## src/logic/decode_pkg.sv

```systemverilog
package decode_pkg;

    // Core widths
    localparam int INSTR_WIDTH   = 32;
    localparam int DATA_WIDTH    = 32;
    localparam int GPR_NUM       = 32;
    localparam int REG_IDX_WIDTH = $clog2(GPR_NUM);

    typedef logic [INSTR_WIDTH-1:0]   instr_t;
    typedef logic [REG_IDX_WIDTH-1:0] reg_idx_t;
    typedef logic [DATA_WIDTH-1:0]    data_t;

    // Raw immediate fields as they sit in the instruction word
    typedef logic [19:0] imm20_t;
    typedef logic [11:0] imm12_t;

    // Opcode field widths of the two formats
    typedef logic [6:0] op7_t;
    typedef logic [9:0] op10_t;

    // 1RI20 major opcodes, compared against instr[31:25]
    localparam op7_t OP_LU12I_W   = 7'b0001010;
    localparam op7_t OP_PCADDI    = 7'b0001100;
    localparam op7_t OP_PCADDU12I = 7'b0001110;

    // 2RI12 opcodes, compared against instr[31:22]
    localparam op10_t OP_SLTI   = 10'b0000001000;
    localparam op10_t OP_SLTUI  = 10'b0000001001;
    localparam op10_t OP_ADDI_W = 10'b0000001010;
    localparam op10_t OP_ANDI   = 10'b0000001101;
    localparam op10_t OP_ORI    = 10'b0000001110;
    localparam op10_t OP_XORI   = 10'b0000001111;

    // ALU operation
    typedef enum logic [3:0] {
        ALU_NOP   = 4'd0,
        ALU_ADD   = 4'd1,
        ALU_SLT   = 4'd2,
        ALU_SLTU  = 4'd3,
        ALU_AND   = 4'd4,
        ALU_OR    = 4'd5,
        ALU_XOR   = 4'd6,
        ALU_LUI   = 4'd7,
        ALU_PCADD = 4'd8
    } alu_op_e;

    // Which result group the execute stage writes back
    typedef enum logic [1:0] {
        SEL_NONE  = 2'd0,
        SEL_ARITH = 2'd1,
        SEL_LOGIC = 2'd2,
        SEL_MOVE  = 2'd3
    } alu_sel_e;

endpackage

```

## src/logic/decode_if.sv

```systemverilog
`timescale 1ns/1ps

// One lane's decoded instruction, lane to collector
interface decode_if
    import decode_pkg::*;
();

    logic     instr_valid;
    logic     decode_valid;
    // {rj, rk}
    logic [1:0] reg_read_valid;
    reg_idx_t reg_read_addr_j;
    reg_idx_t reg_read_addr_k;
    logic     use_imm;
    data_t    imm;
    logic     reg_write_valid;
    reg_idx_t reg_write_addr;
    alu_op_e  alu_op;
    alu_sel_e alu_sel;

    modport lane (
        output instr_valid, decode_valid,
        output reg_read_valid, reg_read_addr_j, reg_read_addr_k,
        output use_imm, imm,
        output reg_write_valid, reg_write_addr,
        output alu_op, alu_sel
    );

    modport collector (
        input instr_valid, decode_valid,
        input reg_read_valid, reg_read_addr_j, reg_read_addr_k,
        input use_imm, imm,
        input reg_write_valid, reg_write_addr,
        input alu_op, alu_sel
    );

endinterface

```

## src/logic/instr_splitter.sv

```systemverilog
`timescale 1ns/1ps

// Registers the issue bundle and hands one slot to each lane
module instr_splitter
    import decode_pkg::*;
#(
    parameter int ISSUE_WIDTH = 2
) (
    input  logic                     clk,
    input  logic                     reset_i,

    input  logic [ISSUE_WIDTH-1:0]   instr_valid_i,
    input  instr_t [ISSUE_WIDTH-1:0] instr_i,

    output logic [ISSUE_WIDTH-1:0]   lane_valid_o,
    output instr_t [ISSUE_WIDTH-1:0] lane_instr_o
);

    // Slot strobes
    always_ff @(posedge clk) begin
        if (reset_i) begin
            lane_valid_o <= '0;
        end else begin
            lane_valid_o <= instr_valid_i;
        end
    end

    // Words, zeroed for empty slots so lanes never see stale data
    always_ff @(posedge clk) begin
        for (int i = 0; i < ISSUE_WIDTH; i++) begin
            if (instr_valid_i[i]) begin
                lane_instr_o[i] <= instr_i[i];
            end else begin
                lane_instr_o[i] <= '0;
            end
        end
    end

endmodule

```

## src/logic/decoder_1ri20.sv

```systemverilog
`timescale 1ns/1ps

// 1RI20 format: {opcode[7], imm20[20], rd[5]}
// LU12I.W, PCADDI, PCADDU12I
// Purely combinational
module decoder_1ri20
    import decode_pkg::*;
(
    input  instr_t   instr_i,

    // High when the opcode belongs to this format
    output logic     decode_valid_o,

    // {rj, rk}, never read here
    output logic [1:0] reg_read_valid_o,

    output logic     use_imm_o,
    output data_t    imm_o,

    output logic     reg_write_valid_o,
    output reg_idx_t reg_write_addr_o,

    output alu_op_e  alu_op_o,
    output alu_sel_e alu_sel_o
);

    reg_idx_t rd;
    imm20_t   imm_20;
    op7_t     opcode;

    assign rd     = instr_i[4:0];
    assign imm_20 = instr_i[24:5];
    assign opcode = instr_i[31:25];

    always_comb begin
        // Defaults for a recognized word
        decode_valid_o    = 1'b1;
        reg_read_valid_o  = 2'b00;
        use_imm_o         = 1'b1;
        imm_o             = {imm_20, 12'b0};
        reg_write_valid_o = 1'b1;
        reg_write_addr_o  = rd;
        alu_op_o          = ALU_NOP;
        alu_sel_o         = SEL_MOVE;
        case (opcode)
            OP_LU12I_W: begin
                alu_op_o = ALU_LUI;
            end
            OP_PCADDI: begin
                alu_op_o = ALU_PCADD;
                // Word offset, sign extended
                imm_o    = {{10{imm_20[19]}}, imm_20, 2'b00};
            end
            OP_PCADDU12I: begin
                alu_op_o = ALU_PCADD;
            end
            default: begin
                // Not ours, everything zero
                decode_valid_o    = 1'b0;
                use_imm_o         = 1'b0;
                imm_o             = '0;
                reg_write_valid_o = 1'b0;
                reg_write_addr_o  = '0;
                alu_sel_o         = SEL_NONE;
            end
        endcase
    end

endmodule

```

## src/logic/decoder_2ri12.sv

```systemverilog
`timescale 1ns/1ps

// 2RI12 format: {opcode[10], imm12[12], rj[5], rd[5]}
// SLTI, SLTUI, ADDI.W, ANDI, ORI, XORI
module decoder_2ri12
    import decode_pkg::*;
(
    input  instr_t   instr_i,

    output logic     decode_valid_o,

    // {rj, rk}
    output logic [1:0] reg_read_valid_o,
    output reg_idx_t reg_read_addr_j_o,

    output logic     use_imm_o,
    output data_t    imm_o,

    output logic     reg_write_valid_o,
    output reg_idx_t reg_write_addr_o,

    output alu_op_e  alu_op_o,
    output alu_sel_e alu_sel_o
);

    reg_idx_t rd;
    reg_idx_t rj;
    imm12_t   imm_12;
    op10_t    opcode;
    data_t    imm_sext;
    data_t    imm_zext;

    assign rd     = instr_i[4:0];
    assign rj     = instr_i[9:5];
    assign imm_12 = instr_i[21:10];
    assign opcode = instr_i[31:22];

    // Both extensions, picked per opcode
    assign imm_sext = {{20{imm_12[11]}}, imm_12};
    assign imm_zext = {20'b0, imm_12};

    always_comb begin
        decode_valid_o    = 1'b1;
        reg_read_valid_o  = 2'b10;
        reg_read_addr_j_o = rj;
        use_imm_o         = 1'b1;
        imm_o             = imm_sext;
        reg_write_valid_o = 1'b1;
        reg_write_addr_o  = rd;
        alu_op_o          = ALU_NOP;
        alu_sel_o         = SEL_ARITH;
        case (opcode)
            OP_SLTI: begin
                alu_op_o = ALU_SLT;
            end
            OP_SLTUI: begin
                // Immediate still sign extended, compare is unsigned
                alu_op_o = ALU_SLTU;
            end
            OP_ADDI_W: begin
                alu_op_o = ALU_ADD;
            end
            OP_ANDI: begin
                alu_op_o  = ALU_AND;
                alu_sel_o = SEL_LOGIC;
                imm_o     = imm_zext;
            end
            OP_ORI: begin
                alu_op_o  = ALU_OR;
                alu_sel_o = SEL_LOGIC;
                imm_o     = imm_zext;
            end
            OP_XORI: begin
                alu_op_o  = ALU_XOR;
                alu_sel_o = SEL_LOGIC;
                imm_o     = imm_zext;
            end
            default: begin
                decode_valid_o    = 1'b0;
                reg_read_valid_o  = 2'b00;
                reg_read_addr_j_o = '0;
                use_imm_o         = 1'b0;
                imm_o             = '0;
                reg_write_valid_o = 1'b0;
                reg_write_addr_o  = '0;
                alu_sel_o         = SEL_NONE;
            end
        endcase
    end

endmodule

```

## src/logic/decode_lane.sv

```systemverilog
`timescale 1ns/1ps

// One decode lane: both format decoders, pick the hit, register it
module decode_lane
    import decode_pkg::*;
(
    input  logic   clk,
    input  logic   reset_i,

    input  logic   instr_valid_i,
    input  instr_t instr_i,

    decode_if.lane result
);

    // 1RI20 decoder outputs
    logic       a_valid, a_use_imm, a_wr_valid;
    logic [1:0] a_rd_valid;
    data_t      a_imm;
    reg_idx_t   a_wr_addr;
    alu_op_e    a_op;
    alu_sel_e   a_sel;

    // 2RI12 decoder outputs
    logic       b_valid, b_use_imm, b_wr_valid;
    logic [1:0] b_rd_valid;
    reg_idx_t   b_rj, b_wr_addr;
    data_t      b_imm;
    alu_op_e    b_op;
    alu_sel_e   b_sel;

    // Selected result, before the register
    logic       n_valid, n_use_imm, n_wr_valid;
    logic [1:0] n_rd_valid;
    reg_idx_t   n_rj, n_wr_addr;
    data_t      n_imm;
    alu_op_e    n_op;
    alu_sel_e   n_sel;

    decoder_1ri20 u_dec_1ri20 (
        .instr_i          (instr_i),
        .decode_valid_o   (a_valid),
        .reg_read_valid_o (a_rd_valid),
        .use_imm_o        (a_use_imm),
        .imm_o            (a_imm),
        .reg_write_valid_o(a_wr_valid),
        .reg_write_addr_o (a_wr_addr),
        .alu_op_o         (a_op),
        .alu_sel_o        (a_sel)
    );

    decoder_2ri12 u_dec_2ri12 (
        .instr_i          (instr_i),
        .decode_valid_o   (b_valid),
        .reg_read_valid_o (b_rd_valid),
        .reg_read_addr_j_o(b_rj),
        .use_imm_o        (b_use_imm),
        .imm_o            (b_imm),
        .reg_write_valid_o(b_wr_valid),
        .reg_write_addr_o (b_wr_addr),
        .alu_op_o         (b_op),
        .alu_sel_o        (b_sel)
    );

    // Opcode spaces are disjoint, so at most one decoder hits
    always_comb begin
        n_valid    = 1'b0;
        n_rd_valid = 2'b00;
        n_rj       = '0;
        n_use_imm  = 1'b0;
        n_imm      = '0;
        n_wr_valid = 1'b0;
        n_wr_addr  = '0;
        n_op       = ALU_NOP;
        n_sel      = SEL_NONE;
        if (instr_valid_i && a_valid) begin
            n_valid    = 1'b1;
            n_rd_valid = a_rd_valid;
            n_use_imm  = a_use_imm;
            n_imm      = a_imm;
            n_wr_valid = a_wr_valid;
            n_wr_addr  = a_wr_addr;
            n_op       = a_op;
            n_sel      = a_sel;
        end else if (instr_valid_i && b_valid) begin
            n_valid    = 1'b1;
            n_rd_valid = b_rd_valid;
            n_rj       = b_rj;
            n_use_imm  = b_use_imm;
            n_imm      = b_imm;
            n_wr_valid = b_wr_valid;
            n_wr_addr  = b_wr_addr;
            n_op       = b_op;
            n_sel      = b_sel;
        end
    end

    // Strobes
    always_ff @(posedge clk) begin
        if (reset_i) begin
            result.instr_valid     <= 1'b0;
            result.decode_valid    <= 1'b0;
            result.reg_read_valid  <= 2'b00;
            result.reg_write_valid <= 1'b0;
        end else begin
            result.instr_valid     <= instr_valid_i;
            result.decode_valid    <= n_valid;
            result.reg_read_valid  <= n_rd_valid;
            result.reg_write_valid <= n_wr_valid;
        end
    end

    // Payload
    always_ff @(posedge clk) begin
        result.reg_read_addr_j <= n_rj;
        // No format here reads rk
        result.reg_read_addr_k <= '0;
        result.use_imm         <= n_use_imm;
        result.imm             <= n_imm;
        result.reg_write_addr  <= n_wr_addr;
        result.alu_op          <= n_op;
        result.alu_sel         <= n_sel;
    end

endmodule

```

## src/logic/decode_collector.sv

```systemverilog
`timescale 1ns/1ps

// Drains every lane onto flat vectors and reports the first illegal lane
module decode_collector
    import decode_pkg::*;
#(
    parameter int ISSUE_WIDTH = 2,
    localparam int LANE_IDX_W = (ISSUE_WIDTH > 1) ? $clog2(ISSUE_WIDTH) : 1
) (
    input  logic clk,
    input  logic reset_i,

    decode_if.collector lanes [ISSUE_WIDTH],

    output logic [ISSUE_WIDTH-1:0]       instr_valid_o,
    output logic [ISSUE_WIDTH-1:0]       decode_valid_o,
    output logic [ISSUE_WIDTH-1:0][1:0]  reg_read_valid_o,
    output reg_idx_t [ISSUE_WIDTH-1:0]   reg_read_addr_j_o,
    output reg_idx_t [ISSUE_WIDTH-1:0]   reg_read_addr_k_o,
    output logic [ISSUE_WIDTH-1:0]       use_imm_o,
    output data_t [ISSUE_WIDTH-1:0]      imm_o,
    output logic [ISSUE_WIDTH-1:0]       reg_write_valid_o,
    output reg_idx_t [ISSUE_WIDTH-1:0]   reg_write_addr_o,
    output alu_op_e [ISSUE_WIDTH-1:0]    alu_op_o,
    output alu_sel_e [ISSUE_WIDTH-1:0]   alu_sel_o,
    output logic                         illegal_o,
    output logic [LANE_IDX_W-1:0]        illegal_lane_o
);

    // Valid slot that no decoder recognized
    logic [ISSUE_WIDTH-1:0] lane_bad;
    logic [LANE_IDX_W-1:0]  first_bad;

    for (genvar g = 0; g < ISSUE_WIDTH; g++) begin : g_lane
        assign lane_bad[g] = lanes[g].instr_valid & ~lanes[g].decode_valid;

        always_ff @(posedge clk) begin
            if (reset_i) begin
                instr_valid_o[g]     <= 1'b0;
                decode_valid_o[g]    <= 1'b0;
                reg_read_valid_o[g]  <= 2'b00;
                reg_write_valid_o[g] <= 1'b0;
            end else begin
                instr_valid_o[g]     <= lanes[g].instr_valid;
                decode_valid_o[g]    <= lanes[g].decode_valid;
                reg_read_valid_o[g]  <= lanes[g].reg_read_valid;
                reg_write_valid_o[g] <= lanes[g].reg_write_valid;
            end
        end

        always_ff @(posedge clk) begin
            reg_read_addr_j_o[g] <= lanes[g].reg_read_addr_j;
            reg_read_addr_k_o[g] <= lanes[g].reg_read_addr_k;
            use_imm_o[g]         <= lanes[g].use_imm;
            imm_o[g]             <= lanes[g].imm;
            reg_write_addr_o[g]  <= lanes[g].reg_write_addr;
            alu_op_o[g]          <= lanes[g].alu_op;
            alu_sel_o[g]         <= lanes[g].alu_sel;
        end
    end

    // Lowest index wins, so scan downward
    always_comb begin
        first_bad = '0;
        for (int i = ISSUE_WIDTH - 1; i >= 0; i--) begin
            if (lane_bad[i]) begin
                first_bad = LANE_IDX_W'(i);
            end
        end
    end

    always_ff @(posedge clk) begin
        if (reset_i) begin
            illegal_o      <= 1'b0;
            illegal_lane_o <= '0;
        end else begin
            illegal_o      <= |lane_bad;
            illegal_lane_o <= first_bad;
        end
    end

endmodule

```

## src/logic/decode_stage.sv

```systemverilog
`timescale 1ns/1ps

// Multi-issue decode stage, fixed 3 cycle latency
module decode_stage
    import decode_pkg::*;
#(
    parameter int ISSUE_WIDTH = 2,
    localparam int LANE_IDX_W = (ISSUE_WIDTH > 1) ? $clog2(ISSUE_WIDTH) : 1
) (
    input  logic clk,
    input  logic reset_i,

    input  logic [ISSUE_WIDTH-1:0]       instr_valid_i,
    input  instr_t [ISSUE_WIDTH-1:0]     instr_i,

    output logic [ISSUE_WIDTH-1:0]       instr_valid_o,
    output logic [ISSUE_WIDTH-1:0]       decode_valid_o,
    output logic [ISSUE_WIDTH-1:0][1:0]  reg_read_valid_o,
    output reg_idx_t [ISSUE_WIDTH-1:0]   reg_read_addr_j_o,
    output reg_idx_t [ISSUE_WIDTH-1:0]   reg_read_addr_k_o,
    output logic [ISSUE_WIDTH-1:0]       use_imm_o,
    output data_t [ISSUE_WIDTH-1:0]      imm_o,
    output logic [ISSUE_WIDTH-1:0]       reg_write_valid_o,
    output reg_idx_t [ISSUE_WIDTH-1:0]   reg_write_addr_o,
    output alu_op_e [ISSUE_WIDTH-1:0]    alu_op_o,
    output alu_sel_e [ISSUE_WIDTH-1:0]   alu_sel_o,
    output logic                         illegal_o,
    output logic [LANE_IDX_W-1:0]        illegal_lane_o
);

    logic [ISSUE_WIDTH-1:0]   lane_valid;
    instr_t [ISSUE_WIDTH-1:0] lane_instr;

    decode_if lane_if [ISSUE_WIDTH] ();

    instr_splitter #(
        .ISSUE_WIDTH(ISSUE_WIDTH)
    ) u_splitter (
        .clk          (clk),
        .reset_i      (reset_i),
        .instr_valid_i(instr_valid_i),
        .instr_i      (instr_i),
        .lane_valid_o (lane_valid),
        .lane_instr_o (lane_instr)
    );

    for (genvar g = 0; g < ISSUE_WIDTH; g++) begin : g_lane
        decode_lane u_lane (
            .clk          (clk),
            .reset_i      (reset_i),
            .instr_valid_i(lane_valid[g]),
            .instr_i      (lane_instr[g]),
            .result       (lane_if[g])
        );
    end

    decode_collector #(
        .ISSUE_WIDTH(ISSUE_WIDTH)
    ) u_collector (
        .clk              (clk),
        .reset_i          (reset_i),
        .lanes            (lane_if),
        .instr_valid_o    (instr_valid_o),
        .decode_valid_o   (decode_valid_o),
        .reg_read_valid_o (reg_read_valid_o),
        .reg_read_addr_j_o(reg_read_addr_j_o),
        .reg_read_addr_k_o(reg_read_addr_k_o),
        .use_imm_o        (use_imm_o),
        .imm_o            (imm_o),
        .reg_write_valid_o(reg_write_valid_o),
        .reg_write_addr_o (reg_write_addr_o),
        .alu_op_o         (alu_op_o),
        .alu_sel_o        (alu_sel_o),
        .illegal_o        (illegal_o),
        .illegal_lane_o   (illegal_lane_o)
    );

endmodule

```

## config.mk

```make
export PLATFORM = sky130hd
export DESIGN_NAME = decode_stage
export DESIGN_NICKNAME = d
export VERILOG_FILES = /design/src/logic/decode_pkg.sv /design/src/logic/decode_if.sv /design/src/logic/instr_splitter.sv /design/src/logic/decoder_1ri20.sv /design/src/logic/decoder_2ri12.sv /design/src/logic/decode_lane.sv /design/src/logic/decode_collector.sv /design/src/logic/decode_stage.sv
export SDC_FILE = /design/constraint.sdc
export NUM_CORES = 1
export LEC_CHECK = 0
export ABC_AREA = 1
export BUFFER_PORTS_ARGS = -buffer_cell sky130_fd_sc_hd__clkbuf_2
export CELL_PAD_IN_SITES_DETAIL_PLACEMENT = 0
export CELL_PAD_IN_SITES_GLOBAL_PLACEMENT = 2
export CORE_ASPECT_RATIO = 2
export CORE_MARGIN = 1.5
export CORE_UTILIZATION = 36
export CTS_CLUSTER_SIZE = 8
export DETAILED_ROUTE_END_ITERATION = 12
export MAX_ROUTING_LAYER = met4
export PLACE_DENSITY = 0.94
export RECOVER_POWER = 50
export SLEW_MARGIN = 20
export SYNTH_ARGS = -nofsm -noshare
export SYNTH_HDL_FRONTEND = slang
export SYNTH_HIERARCHICAL = 1
export SYNTH_SLANG_ARGS = --single-unit
```

## constraint.sdc

```tcl
create_clock -name clk -period 4.5 [get_ports clk]
set_clock_uncertainty 0.2 [all_clocks]
set_input_delay 0.675 -clock clk [delete_from_list [all_inputs] [get_ports clk]]
set_output_delay 0.675 -clock clk [all_outputs]
set_load 0.05 [all_outputs]
```

==> results.md <==
* Vias per cell at ~4.2
* Sequential share of power at 47.7%
* Endpoint with the worst hold slack: u_collector/imm_o[19]$_DFF_P_
* Post-synthesis async set-or-reset flop share at 0%
* IO Count at roughly 190
* Fin. max-slew vios at 34
* Hold-fix buffer count after cts at 0
* Switching pwr at ~1.2 mW
* Peak Freq at 0.316 GHz
* TritonRoute pass-1 iters at 4
* Layout cell share with drive strength beyond 1 at 25.1%
* Buffers added on ports at 187
* GRT overflow at 0
* Final setup violation count at 0
* Critical Path Sink Type: register
* Area share of the leading cell type in the synthesized netlist at 53.6%
* Most frequent cells after synthesis: dfxtp_1, inv_1, nand2_1
* Post-DP HPWL at between 15,000 and 20,000 um
* Internal at ~4.5 mW
* Initial antenna violation count at 0
* Routability congestion estimate from global placement at between 0.8 and 0.9
* ANT cells at 0
* Clock tree buffer depth at 3
* Multi-input logic area at about 2900 um2
* Leakage power at 5.80 nW
* Final nets at between 1,000 and 1,500
* Global-route wire length before repair at 37,400 um
* Switching Fraction at 21.2%
* Area grow syn2layout at 13.3%
* Clk Latency, worst-skew pair at approximately 0.52 ns
* Largest net degree at the start of global routing at 50
* DR DRC count at 0
* Layout Utilization at 41.4%
* CP max stage delay at between 0.7 and 0.8 ns
* Yosys warns at 6
* Clock power frac at roughly half
* Max Cap Viol at 2
* Most frequent cell after synthesis: dfxtp_1
* Post-synth top flop: dfxtp_1
* RSZ-0062 raised after global routing: no
* Wirelength per Cell at 13.7 um
* Tmin final at ~3.2 ns
* Setup TNS at 0 ns
* Clk sinks at 294
* Worst min path class: register to register
* Worst Slack Setup Final at between 1 and 1.5 ns
* H-tree depth at 2
* Least-Margin Pin Slew at around 1.7 ns
* CP Launch Type: register
* Reg area at between 5000 and 6000 um2
* Max_slew headroom at -14.1%
* Number of buffers created by CTS at 42
* Place WS at between 1 and 1.5 ns
* Distinct cells, synth at 29
* Crit Path Class: register to register
* Combinational group share of total power at roughly 3.5%
* Failing checks: max-capacitance violations, max-slew violations
* CTS tree: done
* Crit path cell chain: nand2_1 > inv_1 > o2111ai_4 > nand2_2 > nand3_2 > o21ai_0
* Flop-to-flop setup slack at approximately 1.3 ns
* Worst-path clk slew at about 0.05 ns
* PD cells at around 450 nW/um2
* Post-route ant nets at 0
* Core area at roughly 30,000 um2
* Slowest-stage cell, CP: nand3_2
* Starting Density at around 37%
* EDFF count, synth at 0
* Period utilization at a little over two thirds
* Post-Syn Area per Cell at between 8 and 9 um2
* DRT iter0 DRCs at ~270
* VDD IR max at 0.000276 V
* Sequential share of the synthesized area at a little over half
* Vias in the first global route at 7,180
* Data arrival, critical path at between 3 and 4 ns
* FILL cells at 3,039
* Die area at ~32,000 um2
* Status: complete, but fails checks
* Reg2reg path depth at 6
* Final Hold Fails at 0
* Die height at approximately 250 um
* Hold path cells at 0
* Root buf cell: clkbuf_16
* CTS resizes at 0
* Final wirelength at between 20,000 and 25,000 um
* Total GRT Usage at 15.9%
* Synthesized area at between 10,000 and 15,000 um2
* Worst r2r src: u_splitter/lane_instr_o[24]$_SDFF_PN0_
* WP data required at between 4 and 5 ns
* Number of synthesized register bits at approximately 290
* Post-Synthesis Cells at about 1,300
* Largest cells by area after synthesis: dfxtp_1, inv_1, nand2_1
* DIE WIDTH at approximately 130 um
* Reg2reg end: g_lane[0].u_lane/result.imm[2]$_DFF_P_
* Setup Fix Bufs, Post-CTS at 0
* Hold Path Origin: g_lane[0].u_lane/result.imm[19]$_DFF_P_
* Routed vias at 7,307
* CP max FO at between 40 and 50
* Row cnt at 90
* Largest area contributor in the netlist: dfxtp_1
worst max path at each step:
| stage | from | to | slack [ns] | depth (start not counted) |
|---|---|---|---|---|
| after floorplan | u_splitter/lane_instr_o[26]$_SDFF_PN0_ | g_lane[0].u_lane/result.imm[13]$_DFF_P_ | 2.23 | 9 |
| after global placement | u_splitter/lane_instr_o[24]$_SDFF_PN0_ | g_lane[0].u_lane/result.imm[23]$_DFF_P_ | 1.43 | 6 |
| after detailed placement | u_splitter/lane_instr_o[24]$_SDFF_PN0_ | g_lane[0].u_lane/result.imm[15]$_DFF_P_ | 1.29 | 6 |
| after CTS | u_splitter/lane_instr_o[24]$_SDFF_PN0_ | g_lane[0].u_lane/result.imm[15]$_DFF_P_ | 1.28 | 6 |
| after global routing | u_splitter/lane_instr_o[30]$_SDFF_PN0_ | g_lane[0].u_lane/result.imm[15]$_DFF_P_ | 0.91 | 8 |
| final | u_splitter/lane_instr_o[24]$_SDFF_PN0_ | g_lane[0].u_lane/result.imm[2]$_DFF_P_ | 1.34 | 6 |
worst max-delay path: cells and delay by family (launching register included):
kind / cells / cell delay [ns]
flip-flops: 1 / 0.46
buffers and inverters: 1 / 0.11
AND/OR/NAND/NOR: 3 / 1.24
AO/OA/AOI/OAI: 2 / 1.02
per-stage QoR:
step                      instances  area (um2)  hold slack (ns)  power (mW)
after floorplan                1277       11000            0.110        2.91
after global placement         1709       11400            0.110        2.95
after detailed placement       1709       11400            0.112        2.95
after CTS                      1755       12500            0.104        5.75
after global routing           1755       12500            0.126        5.87
final                          1755       12500            0.121        5.66
layout make-up:
class / instances / area share, %
timing repair buffer: 193 / 7.62
tap: 368 / 3.70
inverter: 291 / 8.77
sequential: 294 / 47.3
clock buffer: 46 / 9.15
multi-input combinational: 563 / 23.5
cells in the final DEF, fill, tap and decap left out:
master and count:
dfxtp_1 294, inv_1 280, nand2_1 225, clkbuf_2 161, o21ai_0 66, nor2_1 56, nand2_2 56, clkbuf_16 45
a21oi_2 36, nand3_1 28, clkbuf_1 26, conb_1 22, a21oi_1 16, o21ai_1 12, inv_2 11, o21ai_2 10
nand4_1 8, buf_4 6, nand3_2 4, nor2_4 4, nor2_8 4, o2111ai_4 4, nor3_1 4, o21a_1 2
nor2_2 2, nand3_4 2, nand2_4 2, clkbuf_8 1
power by group through the flow:
stage                     sequential (mW)  clock [mW]  combinational (mW)
after floorplan                      2.75           0               0.156
after global placement               2.75           0               0.197
after detailed placement             2.75           0               0.198
after CTS                            2.70        2.85               0.200
after global routing                 2.70        2.95               0.221
final                                2.70        2.76               0.196
registers in the layout (all words and copies together), names as in the netlist, 2 cells and up:
name,flops
u_collector/alu_sel_o,4
g_lane.u_lane/result.reg_read_valid,4
u_collector/reg_read_valid_o,4
g_lane.u_lane/result.decode_valid,2
g_lane.u_lane/result.alu_sel,4
g_lane.u_lane/result.imm,64
u_collector/reg_write_addr_o,10
g_lane.u_lane/result.reg_write_addr,10
g_lane.u_lane/result.use_imm,2
u_collector/reg_read_addr_k_o,10
u_collector/instr_valid_o,2
g_lane.u_lane/result.alu_op,8
u_collector/decode_valid_o,2
u_splitter/lane_instr_o,64
u_collector/reg_write_valid_o,2
u_collector/reg_read_addr_j_o,10
u_splitter/lane_valid_o,2
g_lane.u_lane/result.reg_write_valid,2
u_collector/use_imm_o,2
g_lane.u_lane/result.reg_read_addr_j,10
g_lane.u_lane/result.instr_valid,2
u_collector/imm_o,64
u_collector/alu_op_o,8
routing by layer:
metal | routed length, um | vias to the layer above | GRT usage (%)
li1 | - | 3810 | -
met1 | 7780 | 3243 | 13.0
met2 | 14000 | 185 | 32.1
met3 | 827 | 69 | 2.26
met4 | 1470 | 0 | 9.92
met5 | 0 | - | -
logic make-up (layout without fill, tap and decap cells):
kind of cell / Yosys count / in the layout / synth area share, %
buffers and inverters: 420 / 530 / 20.3
AO/OA/AOI/OAI: 146 / 146 / 9.04
flip-flops: 294 / 294 / 53.6
AND/OR/NAND/NOR: 395 / 395 / 16.9
other: 6 / 22 / 0.205
Note: power is estimated with default switching activity, not from simulation.
